## src/hw/sdp_ram.sv

```systemverilog
`default_nettype none

module sdp_ram #(
  parameter type payload_t = logic [7:0],
  parameter int  DEPTH     = 256
) (
  input  wire logic                     clk,
  input  wire logic                     we,
  input  wire logic [$clog2(DEPTH)-1:0] waddr,
  input  wire payload_t                 wdata,
  input  wire logic [$clog2(DEPTH)-1:0] raddr,
  output payload_t                      rdata
);

  payload_t mem [DEPTH];

  always_ff @(posedge clk) begin
    if (we) begin
      mem[waddr] <= wdata;
    end
    rdata <= mem[raddr];                          // a same-address write shows up one read later
  end

endmodule

`default_nettype wire

```

## config.mk

```make
export PLATFORM = sky130hd
export DESIGN_NAME = sdp_ram
export DESIGN_NICKNAME = d
export VERILOG_FILES = /design/src/hw/sdp_ram.sv
export SDC_FILE = /design/constraint.sdc
export NUM_CORES = 2
export LEC_CHECK = 0
export ABC_AREA = 1
export ABC_CLOCK_PERIOD_IN_PS = 2300
export CAP_MARGIN = 10
export CORE_AREA = 2 2 467 585
export CTS_CLUSTER_SIZE = 20
export DETAILED_ROUTE_END_ITERATION = 6
export DIE_AREA = 0 0 469 587
export DONT_BUFFER_PORTS = 1
export GPL_TIMING_DRIVEN = 0
export PLACE_DENSITY_LB_ADDON = 0.3
export RECOVER_POWER = 100
export REMOVE_ABC_BUFFERS = 1
export SKIP_CTS_REPAIR_TIMING = 1
export SYNTH_ARGS = -nofsm -noshare
export SYNTH_HDL_FRONTEND = slang
export SYNTH_SLANG_ARGS = --single-unit
```

## constraint.sdc

```tcl
create_clock -name clk -period 2.3 [get_ports clk]
set_input_delay 0.46 -clock clk [delete_from_list [all_inputs] [get_ports clk]]
set_output_delay 0.46 -clock clk [all_outputs]
set_load 0.01 [all_outputs]
```

==> metrics.md <==
| Metric | Value |
|---|---|
| Outcome | finished, violations left |
| Violated checks | negative hold slack, max-capacitance violations, max-slew violations, negative setup slack |
| Remaining Overflow, GRT | 0 |
| Cells taking the most area after synthesis | edfxtp_1 74%, nand3_1 12%, nand2_1 9.6% |
| Number of library cell types mapped by synthesis | 14 |
| X dimension of the die | about 470 um |
| Delay of the slowest cell on the worst path | 0.59 ns |
| Cell type with the highest aggregate area in the netlist | edfxtp_1 |
| Maximum number of pins on one net before global-route repair | roughly 1,000 |
| Boundary pin count | 34 |
| Fraction of layout cells with a size suffix above 1 | 0.0715 |
| Flop2flop setup slack | 0.30 ns |
| Most used cell, CP | nand3_1 |
| Share of flip-flops with an asynchronous set or reset | 0 |
| Violation count after the first detailed-routing iteration | between 5,000 and 6,000 |
| Compound-Gate Fraction of Synth Area | 0 |
| Part of the total power dissipated in combinational logic | 0.060 |
| Critical path class | in -> reg |
| Half-perimeter wire length after placement | around 110,000 um |
| Slew at the pin with the worst max-slew slack | between 2 and 3 ns |
| Power Dens Cells | 813 nW/um^2 |
| Power Total | approximately 77 mW |
| Setup WS pre-CTS | -3.06 ns |
| Launching element type of the critical path | input port |
| Required time worst endpoint | 3.04 ns |
| Vertical die dimension | ~590 um |
| Fmax | roughly 310 MHz |
| Arrival time reported for the critical path endpoint | 3.99 ns |
| Worst Setup Slack, final | -0.943 ns |
| Final-stage net count | 6,890 |
| Critical Path End Type | flip-flop |
| Tmin final | between 3 and 4 ns |
| Most instantiated cells after synthesis | 2,123 x nand2_1, 2,048 x edfxtp_1, 2,019 x nand3_1, 283 x nor2_1, 268 x buf_2 |
| First-pass GRT wire length | 329,000 um |
| # DRC | 0 |
| Internal cell power | between 50 and 60 mW |
| Sw Share | 0.224 |
| Top-area cell type share of the netlist area | 0.737 |
| Number of input and output port buffers inserted | 0 |
| Combinational family with the most area after synthesis | simple AND/OR/NAND/NOR gates |
| Detailed-route wire length | between 200,000 and 300,000 um |
| Cell row count | roughly 210 |
| Synthesized-area fraction occupied by adder cells | 0 |
| Relative contribution of sequential cells to total power | 0.540 |
| Most instantiated library cell after synthesis | nand2_1 |
| Hold slack final | -0.202 ns |
| Clock network power share | 0.401 |
| H-tree level count | 4 |
| Area share of xor/xnor cells in the synthesized design | 0 |
| Family with the most delay on the worst path | simple AND/OR/NAND/NOR gates |
| Synthesis-to-finish area growth | 13.0% |
| Synthesized area per cell | 11.9 sq um |
| Post-DRT Antenna Nets | 0 |
| HP Class | in -> reg |
| First-pass DRT Iterations | 6 |
| Via density per instance | 5.10 |
| Die ar. | ~280,000 sq um |
| TritonCTS clock tree | built |
| Clk root buf | clkbuf_16 |
| Latest clock arrival within the worst-skew pair | 0.82 ns |
| Switching power of the nets | about 17 mW |
| Setup repair after global routing missed its margin | true |
| Clock slew seen by the registers of the worst setup and hold paths | ~0.070 ns |
| Final-report max-slew violation count | around 1,500 |
| Mapped Cells | 7,003 |
| Routability Congestion | around 0.8 |
| Final cell count without fillers | about 11,000 |
| Final cell utilization of the core | 0.349 |
| Number of buffers between clock root and the deepest sink | 4 |
| Starting utilization of the core area | 0.308 |
| Post-Synth Simple-Gate Area | 0.229 |
| Syn. warnings | 0 |
| Sequential cell area fraction in the yosys report | 0.739 |
| Cell count after placement | 10,100 |
| Placement Cell Area | approximately 86,000 sq um |
| Core Area | 270,000 sq um |
| Endpoints failing setup | 337 |
| Post-synth EDFFs | slightly above 2,000 |
| Leakage Power | roughly 32 nW |
| Finished Cell Area | roughly 94,000 sq um |
| Slowest stage cell on the critical path | clkinv_16 |
| Register bit count reported by yosys | a little over 2,000 |
| Cells along the critical path | clkinv_16 > buf_16 > nand3_1 > nand3_1 > nand3_1 > nand3_1 > nand3_2 > nand2_4 > nand2_1 > nand2_2 |
| Final setup skew | around 0.021 ns |
| VDD IR max | 0.000509 V |
| Vias after detailed routing | 53,900 |
| Total routing resource utilization after global routing | 0.158 |
| WL/cell | 24.5 um |
| Initial antenna violation count | 5 |
| TritonCTS Sinks | ~2,100 |
| Proportion of synthesized area in mux cells | 0 |
| Filler Cells Inserted | approximately 26,000 |
| Via count of the first global-routing pass | approximately 49,000 |
| Max FO, Critical Path | 259 |
| Cell area after synthesis | ~83,000 sq um |
| Number of buffers created by CTS | between 150 and 200 |
| Most used flip-flop cell after synthesis | edfxtp_1 |
| Max_slew headroom | -0.695 |
| Number of max-cap violations | 12 |
| Count of endpoints failing hold in the final timing report | 168 |
| Accumulated negative setup slack | -46.55 ns |
| Final worst-path cycle share | 1.41 |
| Buffers and inverters on the worst path | 2 |
worst register-to-register path: cells and delay by family (launching register included):
family / cells / cell delay (ns)
AND/OR/NAND/NOR: 10 / 1.55
flip-flops: 1 / 0.35
final timing paths:
path / cells after the start / startpoint / endpoint
setup / recovery: 10 / raddr[2] / rdata[5]
hold / removal: 0 / wdata[6] / mem[27][6]
setup reg to reg: 10 / mem[175][5] / rdata[5]
hold reg to reg: 10 / mem[66][2] / rdata[2]
placed cells by master (no fill, tap or decap):
cell / Yosys / final
nand2_1: 2123 / 2100
edfxtp_1: 2048 / 2048
nand3_1: 2019 / 1965
nor2_1: 283 / 269
clkbuf_16: 0 / 234
nand3_2: 0 / 53
clkinv_1: 0 / 40
clkinv_2: 0 / 38
inv_1: 36 / 34
buf_4: 46 / 28
clkbuf_1: 112 / 24
nand2_2: 0 / 20
buf_12: 0 / 17
buf_16: 0 / 17
bufinv_16: 0 / 16
nor2_2: 0 / 14
clkinvlp_4: 0 / 14
dlygate4sd3_1: 0 / 9
clkbuf_4: 0 / 8
clkbuf_2: 0 / 8
dfxtp_1: 8 / 8
buf_6: 16 / 6
buf_8: 1 / 6
inv_8: 0 / 6
inv_6: 0 / 4
clkinv_16: 0 / 3
nand2_4: 0 / 3
diode_2: 0 / 2
clkinv_4: 0 / 2
inv_4: 1 / 1
nand3_4: 0 / 1
inv_16: 0 / 1
power by group through the flow:
| stage | registers (mW) | clock network [mW] | logic [mW] |
|---|---|---|---|
| final | 41.4 | 30.7 | 4.57 |
| after global routing | 41.3 | 32.3 | 4.84 |
| after CTS | 41.3 | 31.1 | 3.11 |
| after detailed placement | 42.1 | 0 | 3.09 |
| after global placement | 42.1 | 0 | 3.53 |
| after floorplan | 42.1 | 0 | 2.18 |
registers in the layout (all words and copies together) (netlist names):
register,flops
mem,2048
rdata,8
logic make-up (layout without fill, tap and decap cells):
logic type / count (synthesis) / after routing
buffers and inverters: 522 / 516
and+or+nand+nor: 4425 / 4425
other: 0 / 2
DFF: 2056 / 2056
layer usage:
| layer | GRT usage | vias up | share of wire |
|---|---|---|---|
| met5 | 0 | - | 0 |
| met4 | 0.0714 | 0 | 0.051 |
| met3 | 0.0176 | 455 | 0.062 |
| met2 | 0.269 | 2019 | 0.49 |
| met1 | 0.201 | 26900 | 0.39 |
| li1 | - | 24500 | - |
cell type report:
cell class | count | area, sq um | share of cell area
inverters | 39 | 233 | 0.00247
flip-flops and latches | 2056 | 61700 | 0.654
repair inverters | 7 | 87.6 | 0.000929
repair buffers | 147 | 2460 | 0.0261
clock buffers | 210 | 4850 | 0.0515
well taps | 3564 | 4460 | 0.0473
multi-input cells | 4425 | 19500 | 0.207
diodes | 2 | 5.00 | 0.0000531
clock inverters | 113 | 970 | 0.0103
(Power assumes the default switching activity.)
