File: config.mk
export PLATFORM = sky130hd
export DESIGN_NAME = tree_walker
export DESIGN_NICKNAME = d
export VERILOG_FILES = /design/src/hw/huff_pkg.sv /design/src/hw/tree_walker.sv
export SDC_FILE = /design/constraint.sdc
export NUM_CORES = 1
export LEC_CHECK = 0
export BUFFER_PORTS_ARGS = -buffer_cell sky130_fd_sc_hd__buf_2
export CAP_MARGIN = 20
export CELL_PAD_IN_SITES_DETAIL_PLACEMENT = 0
export CELL_PAD_IN_SITES_GLOBAL_PLACEMENT = 1
export CORE_MARGIN = 1
export CORE_UTILIZATION = 39
export CTS_BUF_LIST = sky130_fd_sc_hd__clkbuf_16
export CTS_CLUSTER_DIAMETER = 60
export DETAILED_ROUTE_END_ITERATION = 16
export PLACE_DENSITY = 0.91
export SLEW_MARGIN = 20
export SYNTH_ARGS = -nofsm -noshare
export SYNTH_HDL_FRONTEND = slang
export SYNTH_SLANG_ARGS = --single-unit
File: constraint.sdc
create_clock -name clk -period 2.98 [get_ports clk]
set_input_delay 0.149 -clock clk [delete_from_list [all_inputs] [get_ports clk]]
set_output_delay 0.149 -clock clk [all_outputs]
set_load 0.01 [all_outputs]
File: src/hw/huff_pkg.sv
`default_nettype none

package huff_pkg;

  localparam int NODE_ADDR_W = 7;                 // 128 tree nodes
  localparam int CHAR_W = 8;                      // 256 codebook entries
  localparam int MAX_DEPTH = 16;                  // longest code the walker can build
  localparam int DEPTH_W = 5;
  localparam int NODE_COUNT = 1 << NODE_ADDR_W;
  localparam int CB_COUNT = 1 << CHAR_W;

  // child entry: bit 8 clear is a character, 10b + index is an internal node
  typedef logic [8:0] entry_t;

  localparam entry_t ENTRY_EMPTY = 9'h180;

  typedef struct packed {
    entry_t left;
    entry_t right;
  } node_t;

  typedef struct packed {
    logic                 valid;
    logic [DEPTH_W-1:0]   len;
    logic [MAX_DEPTH-1:0] code;                   // right aligned, first step in the top used bit
  } cb_entry_t;

  localparam logic [11:0] REG_CTRL = 12'h000;
  localparam logic [11:0] REG_STATUS = 12'h004;
  localparam logic [11:0] REG_ROOT = 12'h008;
  localparam logic [11:0] NODE_BASE = 12'h400;
  localparam logic [11:0] CB_BASE = 12'h800;

  localparam logic [1:0] RESP_OKAY = 2'b00;
  localparam logic [1:0] RESP_SLVERR = 2'b10;

  function automatic logic entry_is_char(entry_t e);
    return !e[8];
  endfunction

  function automatic logic entry_is_node(entry_t e);
    return e[8] && !e[7];                         // anything else with bit 8 set counts as empty
  endfunction

endpackage

`default_nettype wire
File: src/hw/tree_walker.sv
`default_nettype none

module tree_walker (
  input  wire logic                          clk,
  input  wire logic                          rst,
  input  wire logic                          start,
  input  wire logic [huff_pkg::NODE_ADDR_W-1:0] root,
  output logic [huff_pkg::NODE_ADDR_W-1:0]   node_raddr,
  input  wire huff_pkg::node_t               node_rdata,
  output logic                               cb_we,
  output logic [huff_pkg::CHAR_W-1:0]        cb_waddr,
  output huff_pkg::cb_entry_t                cb_wdata,
  output logic                               busy,
  output logic                               done,
  output logic [7:0]                         codes,
  output logic                               clear,
  output logic                               push,
  output logic                               dir,
  output logic                               pop,
  output logic                               rewalk_start,
  output logic                               rewalk_step,
  input  wire logic [huff_pkg::MAX_DEPTH-1:0] path,
  input  wire logic [huff_pkg::DEPTH_W-1:0]  depth,
  input  wire logic                          rewalk_dir,
  input  wire logic                          rewalk_last
);
  import huff_pkg::*;

  typedef enum logic [2:0] {
    IDLE,
    CLEAR,
    FETCH,
    LEFT,
    RIGHT,
    BACKTRACK,
    REWALK,
    FINISH
  } state_t;

  state_t               state;
  state_t               next_state;
  state_t               fetch_ret;                // where FETCH goes once the node data is out
  state_t               next_ret;
  logic [NODE_ADDR_W-1:0] next_idx;
  logic [CHAR_W-1:0]    clr_addr;
  entry_t               child;
  logic                 emit;                     // a character child was found this cycle

  assign busy = (state != IDLE);
  assign done = (state == FINISH);

  always_comb begin
    next_state = state;
    next_ret = fetch_ret;
    next_idx = node_raddr;
    child = ENTRY_EMPTY;
    emit = 1'b0;
    clear = 1'b0;
    push = 1'b0;
    dir = 1'b0;
    pop = 1'b0;
    rewalk_start = 1'b0;
    rewalk_step = 1'b0;
    case (state)
      IDLE: begin
        if (start) begin
          clear = 1'b1;
          next_state = CLEAR;
        end
      end
      CLEAR: begin
        if (clr_addr == '1) begin                 // last codebook entry is being wiped
          next_idx = root;
          next_ret = LEFT;
          next_state = FETCH;
        end
      end
      FETCH: next_state = fetch_ret;
      LEFT, RIGHT: begin
        dir = (state == RIGHT);
        child = dir ? node_rdata.right : node_rdata.left;
        next_state = dir ? BACKTRACK : RIGHT;     // empty child falls through here
        if (entry_is_char(child)) begin
          emit = 1'b1;
        end else if (entry_is_node(child)) begin
          push = 1'b1;
          next_idx = child[NODE_ADDR_W-1:0];
          next_ret = LEFT;
          next_state = FETCH;
        end
      end
      BACKTRACK: begin
        if (depth == '0) begin
          next_state = FINISH;                    // back at the root with both sides done
        end else begin
          pop = 1'b1;
          if (!path[0]) begin                     // came from a left child, the right one is next
            rewalk_start = 1'b1;
            next_idx = root;
            next_ret = (depth == DEPTH_W'(1)) ? RIGHT : REWALK;
            next_state = FETCH;
          end
        end
      end
      REWALK: begin
        child = rewalk_dir ? node_rdata.right : node_rdata.left;
        rewalk_step = 1'b1;
        next_idx = child[NODE_ADDR_W-1:0];
        next_ret = rewalk_last ? RIGHT : REWALK;  // the last step lands on the parent
        next_state = FETCH;
      end
      FINISH: next_state = IDLE;
      default: next_state = IDLE;
    endcase
  end

  always_ff @(posedge clk, posedge rst) begin
    if (rst) begin
      state <= IDLE;
      fetch_ret <= LEFT;
      node_raddr <= '0;
      clr_addr <= '0;
      cb_we <= 1'b0;
      codes <= '0;
    end else begin
      state <= next_state;
      fetch_ret <= next_ret;
      node_raddr <= next_idx;
      cb_we <= emit || (state == CLEAR);
      if (state == IDLE) begin
        clr_addr <= '0;
      end else if (state == CLEAR) begin
        clr_addr <= clr_addr + 1'b1;
      end
      if (state == IDLE && start) begin
        codes <= '0;
      end else if (emit) begin
        codes <= codes + 1'b1;
      end
    end
  end

  always_ff @(posedge clk) begin
    if (state == CLEAR) begin
      cb_waddr <= clr_addr;
      cb_wdata <= '0;
    end else begin
      cb_waddr <= child[CHAR_W-1:0];
      cb_wdata.valid <= 1'b1;
      cb_wdata.len <= depth + 1'b1;
      cb_wdata.code <= {path[MAX_DEPTH-2:0], dir}; // the leaf step is the last code bit
    end
  end

endmodule

`default_nettype wire

==> summary.txt <==
Clock network
  – Worst-path clk slew: ~0.050 ns
  – Clk_lat worst skew: around 0.32 ns
  – CTS H-tree depth: 3
  – CTS tree: yes
  – Clock Sinks: 60
  – CTS Buf Count: 9
  – Longest Clk Path Bufs: 2
  – CTS Root Cell: clkbuf_16

GRT
  – Number of global-route vias before repair: 2,206
  – Congestion Overflow GR: 0
  – Largest net degree at the start of global routing: 31
  – Initial antenna violation count: 0
  – Total Routing Usage GR: 0.183
  – First-pass GRT wire length: between 10,000 and 15,000 um

STA
  – Fin. Hold Viols: 0
  – Clk_skew: 0.00615 ns
  – Final Max Slew Viols: 0
  – Final setup violation count: 0
  – Crit path time final: 2.16 ns
  – Slew HR: 0.562
  – Final period util: 0.724
  – Worst slew pin tran: approximately 0.66 ns
  – TNS Setup: 0 ns
  – Fmax: around 0.46 GHz
  – Unrepaired setup endpoints after global routing: no

Placement
  – Placer congestion estimate: 0.854
  – HPWL after DPL: 4850 um
  – Number of buffers added on ports: between 100 and 150

Critical path
  – Top Family by Delay on Critical Path: flip-flops
  – Slowest stage cell, crit path: dfrtp_1
  – CP cell instances: nand3b_1 > a2bb2oi_2 > o2111ai_4 > mux2_2
  – CP max FO: 17
  – CP peak stage delay: 0.76 ns
  – Critical Path RT: between 3 and 4 ns
  – Bufs and invs on worst path: 0
  – Crit Path Category: register to register
  – R2R Setup Slk: 0.82 ns
  – Kind of start point of the critical path: register
  – CP Data Arrival Time: approximately 2.4 ns
  – CP Capture Type: register
  – Worst R2R Path Depth: 4
  – Critical path depth: 4

Yosys
  – Synth async-reset ratio: 0.500
  – Post-synthesis area per instance: between 10 and 15 um^2
  – Leading area contributor after synthesis: dfrtp_1
  – Top post-synthesis cells by area: dfrtp_1 (25%), dfxtp_1 (22%), mux2_2 (4.1%)
  – Top_reg_cell synth: dfxtp_1
  – Sequential area share after synthesis: 0.487
  – Mapped cell area: between 2000 and 3000 um^2
  – Synthesized net count: roughly 320
  – Netlist cell types: 55
  – Synth Warn #: 0
  – Post-synthesis register bit count: 60
  – Synthesized instance count: about 270
  – Synth top area share: 0.252
  – Number of flops mapped to enable cells by yosys: 0

Floorplanning
  – I/O Pins: roughly 110
  – Core area: between 6000 and 7000 um^2
  – Die height: about 86 um
  – Die Area: between 7000 and 8000 um^2
  – Rows: 30
  – Initial core utilization: 0.407
  – Die width: between 80 and 90 um

Worst hold path
  – Hold WC Path Type: input pin to register
  – Hold depth: 2

Outcome
  – Outcome: completed

Layout
  – Area delta synth->final: 34.1%
  – Final net count: 430
  – # diodes: 0
  – Share of cells above drive strength 1: 0.388

Detailed routing
  – Post-DRT Antenna Nets: 0
  – Detailed Routing Iterations Pass 1: 4
  – WL/cell: approximately 14 um
  – DR DRC count: 0
  – First DRT Iteration DRCs: ~140
  – Final wirelength: around 6500 um
  – Via Count: 2,334
  – Vias/cell: around 5

Job
  – Max-cap violations: 0

Power and ir drop
  – Leak: ~0.0018 uW
  – Pwr Density: about 1000 nW/um^2
  – Total Power: between 3000 and 4000 uW
  – Max VDD drop: roughly 0.46 mV
-- path summary, 6_finish.rpt --
kind                                        endpoint                 startpoint
min reg2reg                node_raddr[3]$_DFFE_PP0P_  node_raddr[3]$_DFFE_PP0P_
min                           cb_wdata[9]$_SDFF_PP0_                    path[8]
max                        node_raddr[2]$_DFFE_PP0P_       state[1]$_DFFE_PP0P_
min in group asynchronous  node_raddr[2]$_DFFE_PP0P_                        rst
max reg2reg                node_raddr[2]$_DFFE_PP0P_       state[1]$_DFFE_PP0P_
max in group asynchronous   fetch_ret[1]$_DFFE_PP1P_                        rst
-- cells in the mapped netlist (3+ instances only) --
| master | count |
|---|---|
| and3_1 | 9 |
| nor2_1 | 20 |
| nor3_1 | 4 |
| a22o_1 | 3 |
| mux2_2 | 10 |
| dfrtp_1 | 28 |
| nand3b_1 | 3 |
| nor2b_1 | 4 |
| o21ai_0 | 8 |
| nand2_1 | 22 |
| ha_1 | 5 |
| a22oi_1 | 6 |
| mux2i_1 | 4 |
| and2_1 | 17 |
| xor2_1 | 8 |
| nand2b_1 | 5 |
| a221o_1 | 7 |
| nand3_1 | 7 |
| a21oi_1 | 5 |
| xnor2_1 | 4 |
| dfxtp_1 | 30 |
| clkbuf_1 | 6 |
| inv_1 | 10 |
-- kinds of logic (layout without fill, tap and decap cells) --
group           count (synthesis)  count (layout)  share of synthesized area
xor+xnor                       12              12                     0.0378
simple gates                  108             108                      0.224
buf+inv                        23             136                     0.0378
fa+ha+maj                       5               5                     0.0225
compound gates                 44              44                      0.136
flops                          60              60                      0.487
mux                            14              14                     0.0550
-- final cells by class --
class / count / area, um^2
clock buffers: 11 / 275
clock inverters: 5 / 53.8
fillers: 628 / 3110
inverters: 11 / 41.3
multi-input cells: 183 / 1320
flip-flops and latches: 60 / 1350
well taps: 96 / 120
repair buffers: 109 / 563
-- where the power goes --
part           switching, uW  leakage [uW]  internal (uW)
Clock                    349      0.000168            746
Combinational            741       0.00104            627
Sequential               164      0.000638           1090
Total                   1250       0.00184           2460
-- registers in the layout, summed over array words and instances (netlist names) --
name,count
fetch_ret,3
state,3
cb_we,1
codes,8
cb_waddr,8
cb_wdata,22
node_raddr,7
clr_addr,8
-- cell usage in the layout, fill, tap and decap left out, types with 9 or more instances in the layout --
master       n
and2_1      17
and3_1       9
buf_2      103
clkbuf_16   11
dfrtp_1     28
dfxtp_1     30
inv_1       11
mux2_2      10
nand2_1     22
nor2_1      20
-- per-stage QoR --
stage | instance area (um^2) | instances | util | setup slack [ns] | hold slack, ns
2_1_floorplan | 2780 | 266 | - | 1.25 | 0.221
3_3_place_gp | 3390 | 458 | 0.496 | 0.882 | 0.250
3_5_place_dp | 3390 | 458 | 0.496 | 0.856 | 0.246
4_1_cts | 3730 | 475 | 0.545 | 0.855 | 0.00916
5_1_grt | 3730 | 475 | 0.545 | 0.650 | 0.0124
6_report | 3730 | 475 | 0.545 | 0.821 | 0.0216
-- metal layers --
layer / up-vias / track usage / wire, um
met1: 1085 / 0.233 / 2920
li1: 1159 / - / -
met3: 10 / 0.0419 / 381
met4: 0 / 0.0955 / 103
met2: 80 / 0.290 / 3060
met5: - / 0 / 0
-- what timing repair did --
item,4_1_cts,5_1_grt
endpoints found under the hold margin,28,0
gates resized for setup,0,0
setup buffers,0,0
hold buffers,1,0
No activity file was read; power rests on OpenSTA's default activity.
