<file path="config.mk">
export PLATFORM = sky130hd
export DESIGN_NAME = code_path
export DESIGN_NICKNAME = d
export VERILOG_FILES = /design/src/hw/huff_pkg.sv /design/src/hw/code_path.sv
export SDC_FILE = /design/constraint.sdc
export NUM_CORES = 1
export LEC_CHECK = 0
export ABC_AREA = 0
export BUFFER_PORTS_ARGS = -buffer_cell sky130_fd_sc_hd__buf_2
export CAP_MARGIN = 30
export CELL_PAD_IN_SITES_DETAIL_PLACEMENT = 1
export CELL_PAD_IN_SITES_GLOBAL_PLACEMENT = 2
export CORE_ASPECT_RATIO = 2
export CORE_MARGIN = 3
export CORE_UTILIZATION = 34
export CTS_CLUSTER_SIZE = 40
export DETAILED_ROUTE_END_ITERATION = 16
export PLACE_DENSITY = 0.87
export SLEW_MARGIN = 25
export SYNTH_ARGS = -nofsm -noshare
export SYNTH_HDL_FRONTEND = slang
export SYNTH_SLANG_ARGS = --single-unit
</file>
<file path="constraint.sdc">
create_clock -name clk -period 2.7 [get_ports clk]
set_clock_uncertainty 0.15 [all_clocks]
set_input_delay 0.135 -clock clk [delete_from_list [all_inputs] [get_ports clk]]
set_output_delay 0.135 -clock clk [all_outputs]
set_load 0.05 [all_outputs]
</file>
<file path="src/hw/huff_pkg.sv">
`default_nettype none

package huff_pkg;

  localparam int NODE_ADDR_W = 7;                 // 128 tree nodes
  localparam int CHAR_W = 8;                      // 256 codebook entries
  localparam int MAX_DEPTH = 16;                  // longest code the walker can build
  localparam int DEPTH_W = 5;
  localparam int NODE_COUNT = 1 << NODE_ADDR_W;
  localparam int CB_COUNT = 1 << CHAR_W;

  // child entry: bit 8 clear is a character, 10b + index is an internal node
  typedef logic [8:0] entry_t;

  localparam entry_t ENTRY_EMPTY = 9'h180;

  typedef struct packed {
    entry_t left;
    entry_t right;
  } node_t;

  typedef struct packed {
    logic                 valid;
    logic [DEPTH_W-1:0]   len;
    logic [MAX_DEPTH-1:0] code;                   // right aligned, first step in the top used bit
  } cb_entry_t;

  localparam logic [11:0] REG_CTRL = 12'h000;
  localparam logic [11:0] REG_STATUS = 12'h004;
  localparam logic [11:0] REG_ROOT = 12'h008;
  localparam logic [11:0] NODE_BASE = 12'h400;
  localparam logic [11:0] CB_BASE = 12'h800;

  localparam logic [1:0] RESP_OKAY = 2'b00;
  localparam logic [1:0] RESP_SLVERR = 2'b10;

  function automatic logic entry_is_char(entry_t e);
    return !e[8];
  endfunction

  function automatic logic entry_is_node(entry_t e);
    return e[8] && !e[7];                         // anything else with bit 8 set counts as empty
  endfunction

endpackage

`default_nettype wire
</file>
<file path="src/hw/code_path.sv">
`default_nettype none

module code_path (
  input  wire logic                          clk,
  input  wire logic                          rst,
  input  wire logic                          clear,
  input  wire logic                          push,
  input  wire logic                          dir,
  input  wire logic                          pop,
  input  wire logic                          rewalk_start,
  input  wire logic                          rewalk_step,
  output logic [huff_pkg::MAX_DEPTH-1:0]     path,
  output logic [huff_pkg::DEPTH_W-1:0]       depth,
  output logic                               rewalk_dir,
  output logic                               rewalk_last
);
  import huff_pkg::*;

  logic [DEPTH_W-1:0] step;                       // 1 based step of the walk from the root
  logic [DEPTH_W-1:0] bit_pos;

  always_ff @(posedge clk, posedge rst) begin
    if (rst) begin
      path <= '0;
      depth <= '0;
    end else if (clear) begin
      path <= '0;
      depth <= '0;
    end else if (push) begin
      path <= {path[MAX_DEPTH-2:0], dir};         // newest step sits in bit 0
      depth <= depth + 1'b1;
    end else if (pop) begin
      path <= path >> 1;
      depth <= depth - 1'b1;
    end
  end

  always_ff @(posedge clk, posedge rst) begin
    if (rst) begin
      step <= '0;
    end else if (clear) begin
      step <= '0;
    end else if (rewalk_start) begin
      step <= DEPTH_W'(1);
    end else if (rewalk_step) begin
      step <= step + 1'b1;
    end
  end

  // Step 1 is the oldest bit of the path, the last step is bit 0
  assign bit_pos = depth - step;
  assign rewalk_dir = path[bit_pos[$clog2(MAX_DEPTH)-1:0]];
  assign rewalk_last = (step == depth);

endmodule

`default_nettype wire

</file>
==> results.md, run 1 <==
Run status:
- The flow ran to the end, but the final reports show violations.
- The final reports fail on setup timing.

Power and ir drop:
- The relative contribution of sequential cells to total power is 0.416.
- The internal cell power is 0.660 mW.
- The power per standard cell area is 530 nW/um^2.
- The share of total power dissipated in the clock network is 0.221.
- The highest ir drop seen on vdd is 0.000323 V.
- The total power is 1.03 mW.
- Of the total power, combinational logic draws 0.363.
- The switching power is 0.371 mW.
- For this design the static power due to leakage is 0.989 nW.
- Of the total power, the share spent switching nets is 0.360.

Logic synthesis:
- In this run the cell area of the synthesized design comes to 1600 sq um.
- After synthesis, the netlist uses 19 different library cells.
- The post-synthesis area per instance is 9.75 sq um.
- Of the post-synthesis cell area, the dominant cell type holds 0.407.
- The flip-flop and latch count after synthesis is 26.
- The count of flip-flops with a built-in enable after synthesis is 0.
- The most frequently used cell type in the post-synthesis netlist is sky130_fd_sc_hd__nor2_1.
- The most used flip-flop cell after synthesis is sky130_fd_sc_hd__dfrtp_1.
- The Yosys step of the flow raised 0 warnings.
- The proportion of register bits with asynchronous set or reset after synthesis is 1.00.
- For this run, the register share of the synthesized area comes to 0.407.
- The net count after synthesis is 181.
- Sorting the synthesized cells by how often they occur yields sky130_fd_sc_hd__nor2_1, sky130_fd_sc_hd__dfrtp_1, sky130_fd_sc_hd__a21oi_1.
- The cell count after synthesis is 164.
- The biggest area contributor in the post-synthesis netlist is sky130_fd_sc_hd__dfrtp_1.
- By area the synthesized netlist is led by sky130_fd_sc_hd__dfrtp_1, sky130_fd_sc_hd__mux2i_1, sky130_fd_sc_hd__nor2_1.

GRT:
- The routing usage on met1 is 0.174.
- The busiest layer in global routing is met2.
- The initial antenna violation count is 0.
- For this run, global-route usage on met2 was measured as 0.336.
- The largest net degree at the start of global routing is 36.
- The aggregate global routing overflow is 0.
- The first global-routing pass estimated 7.03 mm of wire.
- The via count of the first global-routing pass is 1,478.
- In the global route stage, overall resource usage came out at 0.172.
- The global-route track usage on met3 is 0.0130.

Layout:
- The finished cells cover 1950 sq um.
- The fraction of final layout cells with drive strength greater than 1 is 0.242.
- Summing all flip-flop and latch instances after layout gives 652 sq um.
- From synthesis to final layout, the design area changed by 21.7%.
- The number of antenna diodes in the final layout is 0.
- The area of the multi-input gates is 921 sq um.
- In the final design database the tool counted 216 nets.
- The filler cells instantiated in the layout total 538.

STA:
- The tightest slew margin relative to the limit is 0.521.
- The final-report hold violation count is 0.
- Hold timing on the final database bottoms out at a slack of 0.0934 ns.
- The max-slew violation total from the final report is 0.
- The final cycle utilization of the critical path is 1.07.
- The achievable clock frequency is 0.347 GHz.
- The final critical-path required period is 2.88 ns.
- The measured slew at the worst slew-check pin is 0.718 ns.
- The count of endpoints failing setup in the final report is 1.
- The final worst setup slack is -0.180 ns.
- Setup repair after global routing could not meet its margin everywhere.

Setup path:
- Walking the worst path, the cells encountered are inv_2 -> ha_4 -> inv_4 -> fa_2 -> mux4_2 -> mux2i_4 -> mux2i_4 -> buf_6.
- The cell type with the highest occurrence count on the critical path is sky130_fd_sc_hd__mux2i_4.
- For this run, the slowest stage of the critical path takes 0.64 ns.
- The highest-delay cell along the critical path is sky130_fd_sc_hd__fa_2.
- The kind of start point of the critical path is a flop.
- The top cell family by delay on the critical path is multiplexers.
- For the worst setup path, the data required time is 2.41 ns.
- The critical path arrival is 2.59 ns.
- The worst path buffer plus inverter count is 3.
- The classification of the worst setup path is flop to primary output.
- In this run the worst path has a maximum fanout of 3.
- The worst setup path is captured at a primary output.

Floorplanning:
- For this configuration, the core starts out at a cell density of 0.361.
- After floorplanning, the core was divided into 34 placement rows.
- The die covers 5610 sq um.
- After floorplanning, the core was sized to cover 4420 sq um.
- The count of pins on the block boundary is 31.
- The die is 54.5 um wide.
- In this run the vertical extent of the chip is 103 um.

CTS:
- The TritonCTS clock tree is done.
- The clock insertion delay at the later pin of the skew report is 0.27 ns.
- The tree is rooted in a sky130_fd_sc_hd__clkbuf_8.
- Buffers inserted during clock tree synthesis total 3.
- The clock net in this run drives a total of 26 sinks.
- CTS built an H-tree with a depth of 1.
- The clock transition at the registers of the reported paths is 0.09 ns.
- In this run the deepest clock path goes through 2 buffers.

Route:
- The final routed wire length divided by cell count is 17.0 um.
- The detail route stage leaves a number of antenna-violating nets equal to 0.
- The number of DRC markers in iteration 0 is 16.
- In the routed design, unresolved DRC markers number 0.
- The first TritonRoute pass finished after 4 iterations.
- The wire length reported by the detailed router is 4.29 mm.
- Across all layers, the routed design uses 1,336 vias.
- The number of vias per cell is 5.30.

Placed design:
- The routability congestion estimate from global placement is 0.817.
- The placed instances occupy a cell area of 1830 sq um.
- The HPWL after detailed placement is 3.12 mm.
- Buffers placed on the I/O ports in this run total 30.

Run:
- The number of max-cap violations is 0.

Worst hold path:
- The worst min-delay path category is input pin to flop.
-- metal layers --
metal / wire [um] / up-vias
met5: 0 / -
met4: 96 / 0
met3: 107 / 8
met2: 2590 / 24
met1: 1500 / 675
li1: - / 629
-- worst register-to-register path, stage by stage, from the launching register on --
cell and delay [ns]:
sky130_fd_sc_hd__dfrtp_1 0.43, sky130_fd_sc_hd__buf_4 0.18, sky130_fd_sc_hd__fa_1 0.41, sky130_fd_sc_hd__a21o_1 0.20, sky130_fd_sc_hd__a21oi_1 0.19, sky130_fd_sc_hd__mux2i_1 0.24
sky130_fd_sc_hd__xnor2_1 0.14, sky130_fd_sc_hd__nor2_1 0.05
-- layout make-up --
type	count	area share
well taps	54	0.0347
repair buffers	39	0.121
flip-flops and latches	26	0.335
clock buffers	4	0.0232
multi-input cells	123	0.473
inverters	6	0.0129
-- layout by cell type (no fill, tap or decap), types with 2 or more instances in the layout --
master                           n
sky130_fd_sc_hd__buf_6           2
sky130_fd_sc_hd__clkbuf_8        3
sky130_fd_sc_hd__mux4_2          2
sky130_fd_sc_hd__xnor2_1         5
sky130_fd_sc_hd__mux2i_4         2
sky130_fd_sc_hd__buf_2          29
sky130_fd_sc_hd__buf_4           5
sky130_fd_sc_hd__o21ai_0         2
sky130_fd_sc_hd__a21o_1          3
sky130_fd_sc_hd__nand4_1         2
sky130_fd_sc_hd__nand2_1         4
sky130_fd_sc_hd__ha_1            6
sky130_fd_sc_hd__dlygate4sd3_1   3
sky130_fd_sc_hd__xor2_1          7
sky130_fd_sc_hd__a21oi_1        22
sky130_fd_sc_hd__nor2_1         38
sky130_fd_sc_hd__mux4_1          2
sky130_fd_sc_hd__mux2i_1        18
sky130_fd_sc_hd__nor3_1          5
sky130_fd_sc_hd__dfrtp_1        25
sky130_fd_sc_hd__inv_1           4
-- repair_timing --
action / CTS / global route
endpoints found under the setup margin: 1 / 1
pin swaps: 1 / 1
hold buffers: 3 / 0
gates resized for setup: 10 / 2
setup buffers: 1 / 0
hold endpoints to repair: 21 / 0
-- kinds of logic after synthesis --
logic type	after synthesis	share of synthesized area
compound gates	27	0.0892
xor+xnor	12	0.0657
buf+inv	15	0.0376
flops	26	0.407
simple gates	51	0.130
fa+ha+maj	9	0.0798
mux	24	0.191
-- registers in the layout, summed over array words and instances, names as in the netlist --
register  cells
path         16
step          5
depth         5
-- worst paths after layout --
path	start	endpoint	slack [ns]	cells after the start
setup / recovery	depth[0]$_DFFE_PP0P_	rewalk_dir	-0.18	8
hold / removal	rewalk_step	step[1]$_DFFE_PP0P_	0.09	3
setup reg to reg	depth[1]$_DFFE_PP0P_	depth[4]$_DFFE_PP0P_	0.58	7
hold reg to reg	path[0]$_DFFE_PP0P_	path[1]$_DFFE_PP0P_	0.46	2
max in group asynchronous	rst	path[1]$_DFFE_PP0P_	1.49	4
min in group asynchronous	rst	depth[2]$_DFFE_PP0P_	0.37	3
-- power groups by stage --
stage	sequential, mW	clock (mW)	combinational, mW
floorplan	0.487	0	0.205
global placement	0.435	0	0.329
detailed placement	0.436	0	0.344
CTS	0.429	0.235	0.367
global route	0.432	0.253	0.406
finish	0.429	0.228	0.374
-- metrics by stage --
stage / cells / util / TNS, ns / setup slack, ns
after floorplan: 164 / - / 0 / 0.0778
after global placement: 243 / 0.412 / 0 / 0.101
after detailed placement: 244 / 0.415 / 0 / 0.0347
after CTS: 252 / 0.437 / -0.127 / -0.127
after global routing: 252 / 0.440 / -0.257 / -0.257
final: 252 / 0.440 / -0.180 / -0.180
Power figures use the tool's default switching activity.
==> inputs of run 2 (changes only) <==
--- a/config.mk
+++ b/config.mk
@@ -11,7 +11,6 @@
 export CELL_PAD_IN_SITES_DETAIL_PLACEMENT = 1
 export CELL_PAD_IN_SITES_GLOBAL_PLACEMENT = 2
 export CORE_ASPECT_RATIO = 2
-export CORE_MARGIN = 3
 export CORE_UTILIZATION = 34
 export CTS_CLUSTER_SIZE = 40
 export DETAILED_ROUTE_END_ITERATION = 16
==> run 2 against run 1 <==
Highest routed layer unchanged; worst hold slack lost 0.012 ns; the flow still finishes with violations (setup timing); final cell count grew 1.6%; combinational power shrank 2%; non-clock buffer count grew 3; sequential power is essentially flat; utilization shrank 0.98 points; first-iteration DRC count shrank 6.3%; clock power is essentially flat; register-to-register slack is essentially flat; sequential share of layout area shrank 0.15 points; sequential cell count is the same; wire length shrank 5.8%.
==> results.md, run 2 (same netlist as run 1, synthesis figures left out) <==
Run status:
- Result of the run: finished with violations (unchanged).
- Failing checks: setup timing (unchanged).

Floorplanning:
- The core area came to 4550 sq um (was 4420 sq um).
- The floorplan die height was 99.0 um (was 103 um).
- The count of pins on the block boundary is 31 (unchanged).
- The die area came to 5000 sq um (was 5610 sq um).
- The starting density of the core was 0.351 (was 0.361).
- The number of placement rows is 35 (was 34).
- The floorplan die width is 50.5 um (was 54.5 um).

STA:
- The sum of negative setup slack is -0.0827 ns (was -0.180 ns).
- The final-report hold violation count is 0 (unchanged).
- The count of endpoints failing setup in the final report is 1 (unchanged).
- The max-slew violation total from the final report is 0 (unchanged).
- Unrepaired setup endpoints after global routing: true (unchanged).
- The final critical-path required period came to 2.78 ns (was 2.88 ns).
- The final cycle utilization of the critical path is 1.03 (was 1.07).
- The worst-case hold slack came to 0.0816 ns (was 0.0934 ns).
- The tightest slew margin relative to the limit is 0.501 (was 0.521).
- The final worst setup slack was -0.0827 ns (was -0.180 ns).
- The measured slew at the worst slew-check pin was 0.747 ns (was 0.718 ns).
- The achievable clock frequency is 0.359 GHz (was 0.347 GHz).

Route:
- The total number of vias came to 1,330 (was 1,336).
- The count of TritonRoute iterations in the first routing pass came to 4 (unchanged).
- The number of DRC markers in iteration 0 is 15 (was 16).
- The DRC violation count after routing is 0 (unchanged).
- The final routed wire length divided by cell count is 15.8 um (was 17.0 um).
- The final antenna-violating net count is 0 (unchanged).
- The wire length reported by the detailed router is 4.05 mm (was 4.29 mm).
- The number of vias per cell came to 5.20 (was 5.30).

Power and ir drop:
- The internal cell power is 0.661 mW (was 0.660 mW).
- The clock network fraction of total power was 0.222 (was 0.221).
- The combinational share of power is 0.359 (was 0.363).
- The total power was 1.03 mW (about the same).
- The power per standard cell area came to 524 nW/um^2 (was 530 nW/um^2).
- The switching power is 0.364 mW (was 0.371 mW).
- The proportion of total power due to net switching is 0.355 (was 0.360).
- The highest ir drop seen on vdd was 0.000306 V (was 0.000323 V).
- The static power due to leakage came to 0.999 nW (was 0.989 nW).
- The relative contribution of sequential cells to total power is 0.418 (was 0.416).

Setup path:
- The worst path buffer plus inverter count was 3 (unchanged).
- The top cell family by delay on the critical path was multiplexers (unchanged).
- The kind of start point of the critical path is a flop (unchanged).
- The worst-path maximum fanout came to 3 (unchanged).
- The classification of the worst setup path was flop to primary output (unchanged).
- The endpoint kind of the worst setup timing path was a primary output (unchanged).
- The required time at the endpoint of the critical path was 2.41 ns (about the same).
- The critical path arrival came to 2.50 ns (was 2.59 ns).
- The largest incremental delay on the critical path is 0.57 ns (was 0.64 ns).
- The highest-delay cell along the critical path is sky130_fd_sc_hd__fa_2 (unchanged).
- Chain of cells forming the critical path: inv_2 -> ha_4 -> inv_4 -> fa_2 -> mux4_2 -> mux2i_2 -> mux2i_4 -> buf_6 (was inv_2 -> ha_4 -> inv_4 -> fa_2 -> mux4_2 -> mux2i_4 -> mux2i_4 -> buf_6).

Layout:
- Highest-count cells in the layout ignoring fill and taps: sky130_fd_sc_hd__nor2_1, sky130_fd_sc_hd__buf_2, sky130_fd_sc_hd__dfrtp_1 (unchanged).
- Biggest registers after layout: path: 16 flops, depth: 5 flops, step: 5 flops (unchanged).
- The number of nets at the end of the flow is 219 (was 216).
- The area of all placed cells without fillers is 1960 sq um (was 1950 sq um).
- The register bank with the most flops is path (unchanged).
- The fraction of final layout cells with drive strength greater than 1 is 0.259 (was 0.242).
- The number of flip-flops under the largest register name is 16 (unchanged).
- The most common library cell in the layout ignoring fill and taps is sky130_fd_sc_hd__nor2_1 (unchanged).
- The layout overhead on the synthesized area came to 22.5% (was 21.7%).
- The share of the core filled with cells in the final layout was 0.430 (was 0.440).
- The number of inserted diodes is 0 (unchanged).

CTS:
- The CTS H-tree depth was 1 (unchanged).
- The clock insertion delay at the later pin of the skew report was 0.27 ns (about the same).
- The clock buffer count from CTS is 3 (unchanged).
- The maximum buffer depth of the clock tree is 2 (unchanged).
- The clock transition at the registers of the reported paths is 0.09 ns (about the same).
- The clock root buffer master is sky130_fd_sc_hd__clkbuf_8 (unchanged).
- The TritonCTS clock tree is done (unchanged).
- The CTS sink count is 26 (unchanged).

GRT:
- The aggregate global routing overflow is 0 (unchanged).
- The total global-route track usage came to 0.181 (was 0.172).
- The initial antenna violation count was 0 (unchanged).
- The largest net degree at the start of global routing is 36 (unchanged).
- The first-pass GRT wire length is 6.96 mm (was 7.03 mm).
- The via count of the first global-routing pass is 1,392 (was 1,478).

Worst hold path:
- The worst min-delay path category is input pin to flop (unchanged).

Placed design:
- The HPWL after detailed placement came to 3.05 mm (was 3.12 mm).
- The post-place instance area was 1820 sq um (was 1830 sq um).
- The routability congestion estimate from global placement came to 0.875 (was 0.817).
- The number of input and output port buffers inserted is 30 (unchanged).

Run:
- The number of max-cap violations is 0 (unchanged).
==> run 2: cell types whose count changed in the layout (fill, tap and decap cells not counted) <==
cell	previous run	this run
sky130_fd_sc_hd__buf_4	5	9
sky130_fd_sc_hd__buf_6	2	1
sky130_fd_sc_hd__dfrtp_1	25	24
sky130_fd_sc_hd__dfrtp_2	1	2
sky130_fd_sc_hd__mux2i_2	0	1
sky130_fd_sc_hd__mux2i_4	2	1
==> run 2: power groups by stage <==
| stage | Clock (mW) | Combinational, mW | Sequential [mW] |
|---|---|---|---|
| 3_5_place_dp | 0 | 0.336 | 0.437 |
| 2_1_floorplan | 0 | 0.205 | 0.487 |
| 6_report | 0.228 | 0.368 | 0.429 |
| 5_1_grt | 0.249 | 0.400 | 0.433 |
| 4_1_cts | 0.236 | 0.369 | 0.431 |
| 3_3_place_gp | 0 | 0.323 | 0.435 |
==> run 2: cell type report <==
type	instances	area, sq um
fillers	560	2600
multi-input cells	123	912
flip-flops and latches	26	653
repair buffers	42	254
well taps	55	68.8
clock buffers	4	45.0
inverters	6	25.0
==> run 2: routing by layer <==
layer	GRT usage	wire, um	vias up
met2	0.348	2350	20
met1	0.204	1570	669
met4	0.0449	35	0
li1	-	-	637
met5	0	0	-
met3	0.0154	90	4
==> run 2: worst paths after layout <==
kind	from	end	slack [ns]	cells past startpoint
setup reg to reg	depth[1]$_DFFE_PP0P_	depth[4]$_DFFE_PP0P_	0.57	7
setup / recovery	depth[0]$_DFFE_PP0P_	rewalk_dir	-0.08	8
max in group asynchronous	rst	step[0]$_DFFE_PP0P_	1.38	4
hold reg to reg	depth[4]$_DFFE_PP0P_	depth[4]$_DFFE_PP0P_	0.45	2
min in group asynchronous	rst	path[0]$_DFFE_PP0P_	0.39	3
hold / removal	rewalk_step	step[0]$_DFFE_PP0P_	0.08	4
==> run 2: per-stage QoR <==
stage	cells	worst slack, ns
finish	256	-0.0827
global route	256	-0.174
CTS	254	-0.111
detailed placement	244	0.00420
global placement	244	0.0797
floorplan	164	0.0778
==> run 2: worst register-to-register path: cells and delay by family, from the launching register on <==
family | cells | cell delay [ns]
AOI/OAI and AO/OA | 2 | 0.36
xor gates and xnor gates | 1 | 0.15
adders and majority gates | 1 | 0.40
buffers and inverters | 1 | 0.17
DFF | 1 | 0.42
muxes | 1 | 0.29
and+or+nand+nor | 1 | 0.05
==> run 2: repair_timing <==
item                       CTS  global route
pin swaps                    2             1
setup endpoints to repair    1             1
setup buffers                3             2
hold endpoints to repair    23             0
gates resized for setup     12             0
hold buffers                 3             0
